==> config.mk <==
export PLATFORM = sky130hd
export DESIGN_NAME = ifetch
export DESIGN_NICKNAME = d
export VERILOG_FILES = /design/src/hw/fetch_pkg.sv /design/src/hw/ifetch.sv
export VERILOG_INCLUDE_DIRS = /design/src /design/src/hw
export SDC_FILE = /design/constraint.sdc
export NUM_CORES = 1
export LEC_CHECK = 0
export BUFFER_PORTS_ARGS = -buffer_cell sky130_fd_sc_hd__buf_4
export CAP_MARGIN = 20
export CORE_UTILIZATION = 40
export DETAILED_ROUTE_END_ITERATION = 8
export GPL_ROUTABILITY_DRIVEN = 0
export PLACE_DENSITY = 0.76
export SKIP_CTS_REPAIR_TIMING = 1
export SLEW_MARGIN = 15
export SYNTH_ARGS = -nofsm -noshare
export SYNTH_HDL_FRONTEND = slang
export SYNTH_SLANG_ARGS = --single-unit
==> constraint.sdc <==
create_clock -name clk -period 7.15 [get_ports clk]
set_clock_uncertainty 0.1 [all_clocks]
set_input_delay 0.3575 -clock clk [delete_from_list [all_inputs] [get_ports clk]]
set_output_delay 0.3575 -clock clk [all_outputs]
set_load 0.03 [all_outputs]
==> src/hw/fetch_settings.svh <==
`ifndef FETCH_SETTINGS_SVH
`define FETCH_SETTINGS_SVH

// datapath width of instructions and addresses
`define FETCH_XLEN 32

// addi x0, x0, 0 shown to decode when no instruction is ready
`define FETCH_NOP 32'h0000_0013

`define FETCH_RESET_PC 32'h0000_0000

`define IMEM_DEPTH 256   // words, addresses wrap at this size
`define IMEM_LATENCY 2   // grant to rvalid, 1 to 4 supported

`endif

==> src/hw/fetch_pkg.sv <==
`include "fetch_settings.svh"

package fetch_pkg;

    // one instruction or data word
    typedef logic [`FETCH_XLEN-1:0] word_t;

    // byte address, fetches are word aligned
    typedef logic [`FETCH_XLEN-1:0] addr_t;

    // fetch controller states
    typedef enum logic [1:0] {
        s_idle         = 2'b00, // nothing outstanding
        s_wait_gnt     = 2'b01, // request on the bus, not yet granted
        s_wait_rvalid  = 2'b10, // granted, response still to come
        s_abort_rvalid = 2'b11  // granted before a redirect, response is dropped
    } fetch_state_e;

endpackage

==> src/hw/ifetch.sv <==
`include "fetch_settings.svh"

module ifetch
    import fetch_pkg::*;
(
    input  logic  clk,
    input  logic  reset,

    // program counter side
    input  addr_t pc_i,
    output logic  pc_hold_o,

    // pipeline control
    input  logic  stall_i,       // decode cannot take instr_o
    input  logic  redirect_i,    // flush, new pc arrives next cycle

    // instruction memory, req/gnt/rvalid
    output logic  mem_req_o,
    output addr_t mem_addr_o,
    input  logic  mem_gnt_i,
    input  logic  mem_rvalid_i,
    input  word_t mem_rdata_i,

    // to decode
    output word_t instr_o,
    output addr_t instr_pc_o,
    output logic  instr_valid_o
);

    fetch_state_e state_q;
    fetch_state_e state_d;

    addr_t req_addr_q;        // pc of the request on the bus or in flight

    logic  backup_valid_q;
    word_t backup_instr_q;

    logic  resp_ok;           // response that belongs to the current stream
    logic  slot_busy;         // output will still hold an instruction next cycle
    logic  bus_free;          // no fetch outstanding after this cycle
    logic  issue;             // launch a request for pc_i

    assign resp_ok = (state_q == s_wait_rvalid) && mem_rvalid_i;

    // only one word can wait in the backup register, so no new fetch
    // while the output is stalled with something on it
    assign slot_busy = stall_i && (backup_valid_q || resp_ok);

    assign bus_free = (state_q == s_idle) ||
                      ((state_q inside {s_wait_rvalid, s_abort_rvalid}) && mem_rvalid_i);

    assign issue = bus_free && !redirect_i && !slot_busy;

    assign pc_hold_o = !issue; // pc_gen steps only when its address is taken

    always_comb begin
        state_d = state_q;
        case (state_q)
            s_idle: begin
                if (issue) begin
                    state_d = s_wait_gnt;
                end
            end
            s_wait_gnt: begin
                if (redirect_i) begin
                    state_d = s_idle;        // request withdrawn, never granted
                end else if (mem_gnt_i) begin
                    state_d = s_wait_rvalid;
                end
            end
            s_wait_rvalid, s_abort_rvalid: begin
                if (mem_rvalid_i) begin
                    state_d = issue ? s_wait_gnt : s_idle;
                end else if (redirect_i) begin
                    state_d = s_abort_rvalid; // late response must be thrown away
                end
            end
            default: begin
                state_d = s_idle;
            end
        endcase
    end

    always_ff @(posedge clk) begin
        if (reset) begin
            state_q <= s_idle;
        end else begin
            state_q <= state_d;
        end
    end

    // address is captured once and stays put until granted
    always_ff @(posedge clk) begin
        if (issue) begin
            req_addr_q <= pc_i;
        end
    end

    always_ff @(posedge clk) begin
        if (reset) begin
            backup_valid_q <= 1'b0;
        end else if (redirect_i) begin
            backup_valid_q <= 1'b0;   // flushed, not consumed
        end else if (stall_i && resp_ok) begin
            backup_valid_q <= 1'b1;
        end else if (!stall_i) begin
            backup_valid_q <= 1'b0;   // held word consumed this cycle
        end
    end

    always_ff @(posedge clk) begin
        if (stall_i && resp_ok && !backup_valid_q) begin
            backup_instr_q <= mem_rdata_i;
        end
    end

    // request is dropped from the bus the moment a redirect shows up
    assign mem_req_o  = (state_q == s_wait_gnt) && !redirect_i;
    assign mem_addr_o = req_addr_q;

    // a fresh response goes straight through, a stalled one is replayed
    // from the backup register until decode takes it
    assign instr_valid_o = backup_valid_q || resp_ok;
    assign instr_pc_o    = req_addr_q; // no issue while a word is held, so it still names it

    always_comb begin
        if (backup_valid_q) begin
            instr_o = backup_instr_q;
        end else if (resp_ok) begin
            instr_o = mem_rdata_i;
        end else begin
            instr_o = `FETCH_NOP;    // bubble
        end
    end

endmodule

==> results.toml <==
[logic_synthesis]
synth_top_family_by_area = "compound AO/OA/AOI/OAI gates"
ys_ff_latch = 67
synth_cell_type_count = 22
synth_mux_area_frac = 0
synth_compound_area_frac = 0.115
synth_adder_area_share = 0
synthSimpleGateAreaFrac = 0.0389
syn_nets = 238
avgSynthCellArea_um2 = 16.1
syn_inst = 168
seq_area_frac_synth = 0.733
syn_area_um2 = 2700
yosys_warnings = 0
synth_xor_area_frac = 0

[cts]
clkTransAtPathRegs_ns = 0.07
ctsHtreeMaxLevel = 3
clk_path_buf_depth = 2
numCtsBuffers = 9
clock-sinks = 67
cts_root_buffer = "clkbuf_8"
clock_latency_ns = 0.32
tritoncts = "yes"

[grt]
grt_max_degree = 34
antenna_found_initial = 0
grtUsageTotal = 0.178
grt_pass1_wl_mm = 9.47
grt_pass1_vias = 1949
overflow = 0

[routing]
wl_mm = 6.28
viasPerCell = 4.81
wl_per_cell_um = 16.0
drt_iter0_markers = 68
drc = 31
final_antenna_net_count = 0
num_vias = 1892
drt_first_pass_iters = 7

[timing]
clock.fmax_mhz = 425
setup_tns_ns = 0
timing.final.crit_share = 0.329
tightest_slew_ns = 0.695
worst_slack_ns = 4.80
rsz0062_at_grt = "false"
hold_violations = 0
finalSetupViolations = 0
min_period_ns = 2.35
max_slew_margin = 0.535
finalMaxSlewViolations = 0

[cells_and_area]
finalNonFillerCells = 393
synthToLayoutAreaGrowth_pct = 47.0
drive_gt1_frac = 0.601
final_util = 0.619
diodes = 0
fin_nets = 381
n_fill_cell = 524

[critical_path]
reg2reg_slack_ns = 5.17
cp.arrival_ns = 1.90
crit_fanout = 29
critPathMaxStageDelay_ns = 0.57
crit_path_cell_trace = "nand3b_1, nor2_4, a22o_1, buf_4"
cp-end-kind = "output pin"
cp-start-kind = "flip-flop"
cp.required_ns = 6.69
critPathSlowestCell = "nor2_4"
crit_type = "flip-flop to output pin"

[die]
io_pins = 169
initial_core_util = 0.421
core.rowCount = 29
dieArea_um2 = 7090
coreArea_um2 = 6420
die_h_um = 84.2
die_x_um = 84.2

[power_and_ir_drop]
powerDensity_nw_per_um2 = 213
vdd_drop_max_mv = 0.147
p_leak_uw = 0.00172
power_uw = 845

[run_status]
status = "finished with violations"
violations = "DRC"

[place]
portBuffers = 168
hpwl_mm = 4.78
dpl.cell_count = 377
place_ws_ns = 4.76

[flow_run]
max-cap-violations = 0

[hold_path]
hold_path.class = "input port to flip-flop"
==> power by group <==
group | switching [µW] | total [µW] | internal (µW)
registers | 7.18 | 454 | 447
logic | 79.2 | 137 | 58.1
clock network | 132 | 254 | 122
total | 218 | 845 | 627
==> worst paths after layout <==
check	startpoint	endpoint	cells past startpoint
max	state_q[0]$_SDFFE_PP0P_	instr_o[26]	4
min	pc_i[9]	instr_pc_o[9]$_DFFE_PP_	1
max reg2reg	state_q[1]$_SDFFE_PP0P_	instr_pc_o[17]$_DFFE_PP_	5
min reg2reg	state_q[1]$_SDFFE_PP0P_	state_q[1]$_SDFFE_PP0P_	2
==> area by class of cell <==
type                            instances  area [µm²]  area share
Inverter                                5        18.8     0.00472
Clock buffer                           10         128      0.0321
Timing Repair Buffer                  171        1290       0.325
Clock inverter                          6        32.5     0.00819
Sequential cell                        67        1980       0.499
Multi-Input combinational cell         57         425       0.107
Tap cell                               77        96.3      0.0242
==> worst max-delay path, delay by kind of cell, from the launching register on <==
family                 cells  cell delay, ns
AO/OA/AOI/OAI              1            0.24
buffers and inverters      1            0.16
flip-flops                 1            0.35
AND/OR/NAND/NOR            2            0.81
==> through the flow <==
step,hold slack (ns),instance area [µm²]
after global placement,0.436,3790
final,0.106,3970
after global routing,0.0676,3970
after floorplan,0.333,2700
after CTS,0.0804,3970
after detailed placement,0.437,3810
==> synth_stat cells, drive strengths merged <==
library cell  count  share of area
a2111oi           1         0.0056
a21o              1         0.0028
a21oi             5          0.011
a22o             29          0.094
buf              36           0.10
clkbuf            3         0.0042
dfxtp             3          0.022
edfxtp           64           0.71
inv               5         0.0069
nand2             1         0.0014
nand2b            2         0.0056
nand3b            1         0.0028
nor2              9          0.012
nor2b             1         0.0023
nor3              3         0.0056
nor4b             2         0.0065
o21ai             1         0.0019
or2               1         0.0023
==> logic make-up (layout without fill, tap and decap cells) <==
logic type,count (synthesis),in the layout
DFF,67,67
and+or+nand+nor,20,20
buffers and inverters,44,192
AOI/OAI and AO/OA,37,37
==> cell usage in the layout (no fill, tap or decap), types with 3 or more instances in the layout <==
cell type  count
nor3_1         3
edfxtp_1      64
nor2_1         7
dfxtp_1        3
buf_4        170
a21oi_1        4
inv_1          5
a22o_1        29
clkbuf_8       9
==> routing by layer <==
layer,vias up,routed length [µm],global-route usage
li1,899,-,-
met1,870,2340,0.189
met2,115,3220,0.310
met3,8,614,0.0757
met4,0,102,0.0768
met5,-,0,0
==> state kept, by name, indices dropped and copies added (netlist names) <==
register / flops
backup_instr_q: 32
instr_pc_o: 32
state_q: 2
backup_valid_q: 1
Note: power is estimated with default switching activity, not from simulation.
