File: src/hw/fetch_settings.svh
`ifndef FETCH_SETTINGS_SVH
`define FETCH_SETTINGS_SVH

// datapath width of instructions and addresses
`define FETCH_XLEN 32

// addi x0, x0, 0 shown to decode when no instruction is ready
`define FETCH_NOP 32'h0000_0013

`define FETCH_RESET_PC 32'h0000_0000

`define IMEM_DEPTH 256   // words, addresses wrap at this size
`define IMEM_LATENCY 2   // grant to rvalid, 1 to 4 supported

`endif

File: src/hw/fetch_pkg.sv
`include "fetch_settings.svh"

package fetch_pkg;

    // one instruction or data word
    typedef logic [`FETCH_XLEN-1:0] word_t;

    // byte address, fetches are word aligned
    typedef logic [`FETCH_XLEN-1:0] addr_t;

    // fetch controller states
    typedef enum logic [1:0] {
        s_idle         = 2'b00, // nothing outstanding
        s_wait_gnt     = 2'b01, // request on the bus, not yet granted
        s_wait_rvalid  = 2'b10, // granted, response still to come
        s_abort_rvalid = 2'b11  // granted before a redirect, response is dropped
    } fetch_state_e;

endpackage

File: src/hw/pc_gen.sv
`include "fetch_settings.svh"

module pc_gen
    import fetch_pkg::*;
(
    input  logic  clk,
    input  logic  reset,

    input  logic  redirect_i,    // branch or jump from execute
    input  addr_t redirect_pc_i,
    input  logic  hold_i,        // fetch unit did not take pc_o this cycle

    output addr_t pc_o
);

    localparam addr_t PC_STEP = addr_t'(4);

    addr_t pc_q;
    addr_t pc_next;

    // redirect wins over hold, otherwise step one word per accepted address
    always_comb begin
        pc_next = pc_q;
        if (redirect_i) begin
            pc_next = redirect_pc_i;
        end else if (!hold_i) begin
            pc_next = pc_q + PC_STEP;
        end
    end

    always_ff @(posedge clk) begin
        if (reset) begin
            pc_q <= `FETCH_RESET_PC;
        end else begin
            pc_q <= pc_next;
        end
    end

    assign pc_o = pc_q; // always the next address to fetch

endmodule

File: config.mk
export PLATFORM = sky130hd
export DESIGN_NAME = pc_gen
export DESIGN_NICKNAME = d
export VERILOG_FILES = /design/src/hw/fetch_pkg.sv /design/src/hw/pc_gen.sv
export VERILOG_INCLUDE_DIRS = /design/src /design/src/hw
export SDC_FILE = /design/constraint.sdc
export NUM_CORES = 1
export LEC_CHECK = 0
export BUFFER_PORTS_ARGS = -buffer_cell sky130_fd_sc_hd__buf_4
export CAP_MARGIN = 20
export CORE_MARGIN = 1.5
export CORE_UTILIZATION = 30
export DETAILED_ROUTE_END_ITERATION = 16
export PLACE_DENSITY = 0.62
export SETUP_SLACK_MARGIN = 0.2
export SYNTH_ARGS = -nofsm -noshare
export SYNTH_HDL_FRONTEND = slang
export SYNTH_SLANG_ARGS = --single-unit
File: constraint.sdc
create_clock -name clk -period 2.95 [get_ports clk]
set_input_delay 0.1475 -clock clk [delete_from_list [all_inputs] [get_ports clk]]
set_output_delay 0.1475 -clock clk [all_outputs]
set_load 0.005 [all_outputs]
==> results.json, run 1 <==
{
  "cts_made_buffers": 5,
  "n_antenna_cell": 0,
  "ios": 68,
  "maxSlewHeadroom_pct": 47.6,
  "ctsHoldBuffers": 0,
  "synth_cell_types": 49,
  "worstPathArrival_ns": 2.24,
  "port_buffers": 67,
  "final_cell_mix": "buf_4 (69), dfxtp_1 (32), nor2_1 (29)",
  "root_buffer": "clkbuf_8",
  "cts_buffer_depth": 2,
  "grt_pass1_wl_mm": 9.10,
  "synth-edff-count": 0,
  "r2r-end": "pc_o[30]",
  "n_fill_cell": 634,
  "core_area_um2": 5990,
  "period_minus_slack_ns": 2.08,
  "setup_viol": 0,
  "cp-end-kind": "register",
  "clkSlewWorstSetupHoldPaths_ns": 0.07,
  "r2r_cells": 4,
  "worst_pin_slew_ns": 0.780,
  "cts_setup_buffers": 0,
  "syn_area_per_cell_um2": 8.14,
  "pwr_density_cell_nw_per_um2": 415,
  "path_max_fanout": 9,
  "gp_congestion": 0.771,
  "fin_crit_sh_pct": 70.5,
  "antenna_found_initial": 0,
  "grt_max_degree": 32,
  "outcome": "completed",
  "yosys_most_used_dff": "dfxtp_1",
  "overflow": 0,
  "clkSinkCount": 32,
  "startpoint": "pc_o[8]",
  "rsz0062_at_grt": "no",
  "yosysSeqAreaShare_pct": 34.1,
  "synth_fp_nets": 268,
  "postRouteWirelength_mm": 5.58,
  "crit_type": "register to register",
  "grt_use_total_pct": 17.5,
  "die-area_um2": 6750,
  "rows": 28,
  "multi_input_area_um2": 1170,
  "cts_tree": "built",
  "via_count": 2035,
  "cts-resized-gates": 0,
  "drc_errors": 0,
  "timing.final.hold_violations": 0,
  "firstDrtPassIters": 4,
  "initial_utilization_pct": 31.4,
  "drt_iter0_markers": 117,
  "finalClockSkew_ns": 0.00712,
  "drive_gt1_share_pct": 27.2,
  "r2r_slack_ns": 0.87,
  "fp.dieH_um": 82.1,
  "r2r_start": "pc_o[8]",
  "yosysWarningCount": 0,
  "netlist_instances": 231,
  "timing.final.max_slew_violations": 0,
  "ir_worst_vdd_uv": 223,
  "synth_area_um2": 1880,
  "largest_reg_flops": 32,
  "startpoint_type": "register",
  "seq_area_um2": 641,
  "synth-seq-cells": 32,
  "leakage_nw": 0.959,
  "grt_pass1_vias": 1806,
  "final_nets": 331,
  "die_w_um": 82.1,
  "ant_nets": 0,
  "via_per_inst": 5.51,
  "htreeDepth": 2,
  "avgRoutedWirePerCell_um": 15.1,
  "fmax_mhz": 481,
  "post-dp-hpwl_mm": 4.17,
  "p_total_mw": 1.05,
  "areaGrowthSynthToFinish_pct": 35.0,
  "worst_hold_path_type": "input port to register",
  "maxCapViolations": 0,
  "crit_required_ns": 3.11,
  "setup_tns_ns": 0,
  "clock_latency_ns": 0.29,
  "layout_commonest_cell": "buf_4",
  "async_reset_ff_share_pct": 0,
  "crit_path_end": "pc_o[30]"
}
-- worst max-delay path: stages (launching register included) --
cell,delay [ns]
dfxtp_1,0.46
nand4_1,0.26
nor4_1,0.68
a211oi_1,0.17
a2111oi_0,0.37
-- per-stage QoR --
step	utilization [%]	worst slack (ns)	area [µm²]	hold slack, ns	std cells
final	42.4	0.871	2540	0.0930	369
after floorplan	-	1.09	1880	0.290	231
after global routing	42.4	0.668	2540	0.0983	369
after global placement	40.7	0.954	2440	0.381	362
after detailed placement	40.7	0.919	2440	0.386	362
after CTS	42.4	0.885	2540	0.0899	369
-- area by class of cell --
cell class	instances	share of cell area [%]
sequential	32	25.2
clock buffer	7	3.80
inverter	6	0.888
timing repair buffer	69	20.4
tap	75	3.70
multi-input combinational	180	46.0
-- routing by layer --
| layer | wire length [µm] | track usage (%) | up-vias |
|---|---|---|---|
| li1 | - | - | 1016 |
| met1 | 2580 | 23.9 | 956 |
| met2 | 2670 | 28.2 | 58 |
| met3 | 296 | 3.63 | 5 |
| met4 | 36 | 4.07 | 0 |
| met5 | 0 | 0 | - |
-- cell usage after synthesis, types with 2 or more instances --
master     count  area [µm²]
xor2_1         6        52.6
nand3_1        8        40.0
xnor2_1        3        26.3
nor4_1         8        50.1
nor2_1        29         109
a21oi_1        4        20.0
o21ai_0        5        25.0
a2111oi_0      4        35.0
nor3_1         5        25.0
and2_1         3        18.8
or4_1          5        37.5
clkbuf_1      10        37.5
o2111a_1       3        33.8
nor2b_1        3        18.8
o31ai_1        5        37.5
a211oi_1       9        67.6
inv_1          6        22.5
mux2i_1        3        30.0
nand2b_1       3        18.8
nand4_1       13        81.3
or3_1          5        31.3
or2_2          2        12.5
and4_1         4        35.0
buf_1          2        7.51
dfxtp_1       32         641
a311oi_1       7        61.3
nand3b_1       2        15.0
nand2_1       20        75.1
a311o_1        2        20.0
-- where the power goes --
| part | internal (mW) | leakage [nW] | switching, mW | total [mW] |
|---|---|---|---|---|
| clock network | 0.208 | 0.0503 | 0.160 | 0.368 |
| registers | 0.463 | 0.266 | 0.0460 | 0.509 |
| logic | 0.103 | 0.643 | 0.0750 | 0.177 |
-- how the worst min path moves through the flow --
stage	cells after the start	start	end	slack, ns
finish	3	redirect_pc_i[3]	pc_o[3]	0.09
global route	3	redirect_pc_i[3]	pc_o[3]	0.1
CTS	3	redirect_pc_i[3]	pc_o[3]	0.09
detailed placement	3	redirect_pc_i[3]	pc_o[3]	0.39
global placement	3	redirect_pc_i[3]	pc_o[3]	0.38
floorplan	2	redirect_pc_i[3]	pc_o[3]	0.29
-- cell families after synthesis --
kind of cell	share of synthesized area, %
AOI/OAI and AO/OA	20.9
xor gates and xnor gates	4.19
DFF	34.1
muxes	1.60
adders and majority gates	0.666
buffers and inverters	3.86
and+or+nand+nor	34.7
(Power assumes the default switching activity.)
==> inputs of run 2 (changes only) <==
ABC_AREA = 1   (was unset)
PLACE_DENSITY = 0.6   (was 0.62)
clock period = 2.2 ns   (was 2.95 ns; I/O delays follow)
==> run 2 against run 1 <==
  * Register-to-register slack worse by 0.16 ns
  * Worst setup slack got worse by 0.16 ns
  * Clock-buffer cell count is 1 lower
  * Cell area grew 16%
  * Highest routed layer unchanged
==> results.json, run 2 <==
{
  "path_max_fanout": 6,
  "p_total_mw": 1.42,
  "overflow": 0,
  "antenna_found_initial": 0,
  "async_reset_ff_share_pct": 0,
  "n_fill_cell": 805,
  "holdCritStartpoint": "redirect_pc_i[0]",
  "worstPathArrival_ns": 1.72,
  "crit_type": "register to register",
  "cts_setup_buffers": 0,
  "cts_buffer_depth": 2,
  "period_minus_slack_ns": 1.49,
  "areaGrowthSynthToFinish_pct": 29.1,
  "hold_end": "pc_o[0]",
  "cts_made_buffers": 5,
  "maxSlewHeadroom_pct": 73.3,
  "ios": 68,
  "maxCapViolations": 0,
  "fmax_mhz": 671,
  "worst_hold_path_type": "input port to register",
  "met2WireLength_mm": 3.12,
  "firstDrtPassIters": 4,
  "rows": 31,
  "post-dp-hpwl_mm": 5.12,
  "cts_tree": "built",
  "synth-seq-cells": 32,
  "via_per_inst": 4.64,
  "final_cell_mix": "nand2_1 (109), buf_4 (69), inv_1 (52)",
  "r2r-end": "pc_o[30]",
  "via_count": 2503,
  "yosysWarningCount": 0,
  "setup_tns_ns": 0,
  "initial_utilization_pct": 31.2,
  "synth-edff-count": 0,
  "synth_common_cells": "nand2_1 (109), inv_1 (52), nand3_1 (36)",
  "layout_commonest_cell": "nand2_1",
  "yosysSeqAreaShare_pct": 28.2,
  "worst_pin_slew_ns": 0.400,
  "synth_top_area_share_pct": 28.2,
  "clkSinkCount": 32,
  "cts-resized-gates": 0,
  "grt_max_degree": 32,
  "r2r_cells": 9,
  "grt_pass1_vias": 2401,
  "port_buffers": 67,
  "r2r_slack_ns": 0.71,
  "outcome": "completed",
  "cp-end-kind": "register",
  "core_area_um2": 7290,
  "pwr_density_cell_nw_per_um2": 483,
  "grt_use_total_pct": 17.4,
  "die-area_um2": 8110,
  "synth_area_um2": 2270,
  "wl_met3_um": 462,
  "timing.final.max_slew_violations": 0,
  "drc_errors": 0,
  "finalClockSkew_ns": 0.0114,
  "fin_crit_sh_pct": 67.8,
  "top_layer": "met4",
  "syn_area_per_cell_um2": 6.09,
  "synth_top_cell_by_area": "dfxtp_1",
  "leakage_nw": 1.24,
  "final_nets": 476,
  "timing.final.hold_violations": 0,
  "die_w_um": 90.0,
  "clkSlewWorstSetupHoldPaths_ns": 0.08,
  "avgRoutedWirePerCell_um": 12.8,
  "grt_pass1_wl_mm": 11.4,
  "htreeDepth": 2,
  "clock_latency_ns": 0.30,
  "drive_gt1_share_pct": 24.1,
  "met1Wirelength_mm": 3.16,
  "fp.dieH_um": 90.0,
  "ant_nets": 0,
  "n_antenna_cell": 0,
  "whs_path_depth": 3,
  "yosys_most_used_dff": "dfxtp_1",
  "synth_fp_nets": 410,
  "rsz0062_at_grt": "no",
  "gp_congestion": 0.860,
  "yosys-top-cells-area": "dfxtp_1 (28%), nand2_1 (18%), inv_1 (8.6%), nand3_1 (7.9%), o21ai_0 (5.5%)",
  "ctsHoldBuffers": 0,
  "r2r_start": "pc_o[3]",
  "worst_hold_slack_ns": 0.0310,
  "setup_viol": 0,
  "startpoint_type": "register",
  "synth_cell_types": 28,
  "yosysMostFrequentCell": "nand2_1",
  "root_buffer": "clkbuf_8",
  "crit_required_ns": 2.43,
  "netlist_instances": 373,
  "postRouteWirelength_mm": 6.88,
  "drt_iter0_markers": 158,
  "ir_worst_vdd_uv": 329,
  "largest_reg_flops": 32
}
run 2: cell types whose count changed after synthesis, sizes merged, moves of 8 or more:
cell / change
nand4: -14
a21oi: +19
nand3: +28
o21ai: +27
nand2: +98
a211oi: -9
nor4: -8
nor2: +19
inv: +48
run 2: power by group:
part           internal, mW  switching [mW]
registers             0.615          0.0490
clock network         0.250           0.248
logic                 0.129           0.127
run 2: kinds of logic (layout without fill, tap and decap cells):
kind of cell	Yosys count	after routing	synth area share, %
xor+xnor	6	6	2.31
buf+inv	65	132	12.3
simple gates	207	207	42.5
flops	32	32	28.2
compound gates	62	62	14.2
fa+ha+maj	1	1	0.551
run 2: how the worst max path moves through the flow:
stage	startpoint	to	slack [ns]
3_3_place_gp	pc_o[3]	pc_o[30]	0.79
6_report	pc_o[3]	pc_o[30]	0.71
5_1_grt	pc_o[3]	pc_o[24]	0.53
2_1_floorplan	pc_o[3]	pc_o[26]	0.86
4_1_cts	pc_o[3]	pc_o[24]	0.71
3_5_place_dp	pc_o[3]	pc_o[24]	0.74
run 2: routing by layer:
layer / global-route usage, % / vias to the layer above
met4: 5.29 / 0
met2: 28.1 / 85
met1: 22.7 / 1107
met5: 0 / -
met3: 4.31 / 14
li1: - / 1297
run 2: cell type report:
cell class                      instances  area (µm²)  area share, %
Inverter                               55         206           7.04
Multi-Input combinational cell        276        1350           46.1
Tap cell                               99         124           4.22
Timing Repair Buffer                   69         518           17.7
Sequential cell                        32         641           21.8
Clock buffer                            6        82.6           2.81
Clock inverter                          2        10.0          0.341
run 2: critical path, stage by stage, from the launching register on:
cell	delay [ns]
dfxtp_1	0.40
ha_1	0.20
nand2_2	0.08
nor2_4	0.15
nand2_4	0.11
nor2_2	0.16
nand2_1	0.07
nand2_1	0.06
nand3_1	0.06
a21oi_1	0.12
run 2: metrics by stage:
stage               area [µm²]  util [%]  worst slack, ns  instances
CTS                       2930      40.2            0.712        539
detailed placement        2840      39.0            0.741        531
global route              2930      40.2            0.528        539
global placement          2840      39.0            0.789        531
finish                    2930      40.2            0.709        539
floorplan                 2270         -            0.856        373
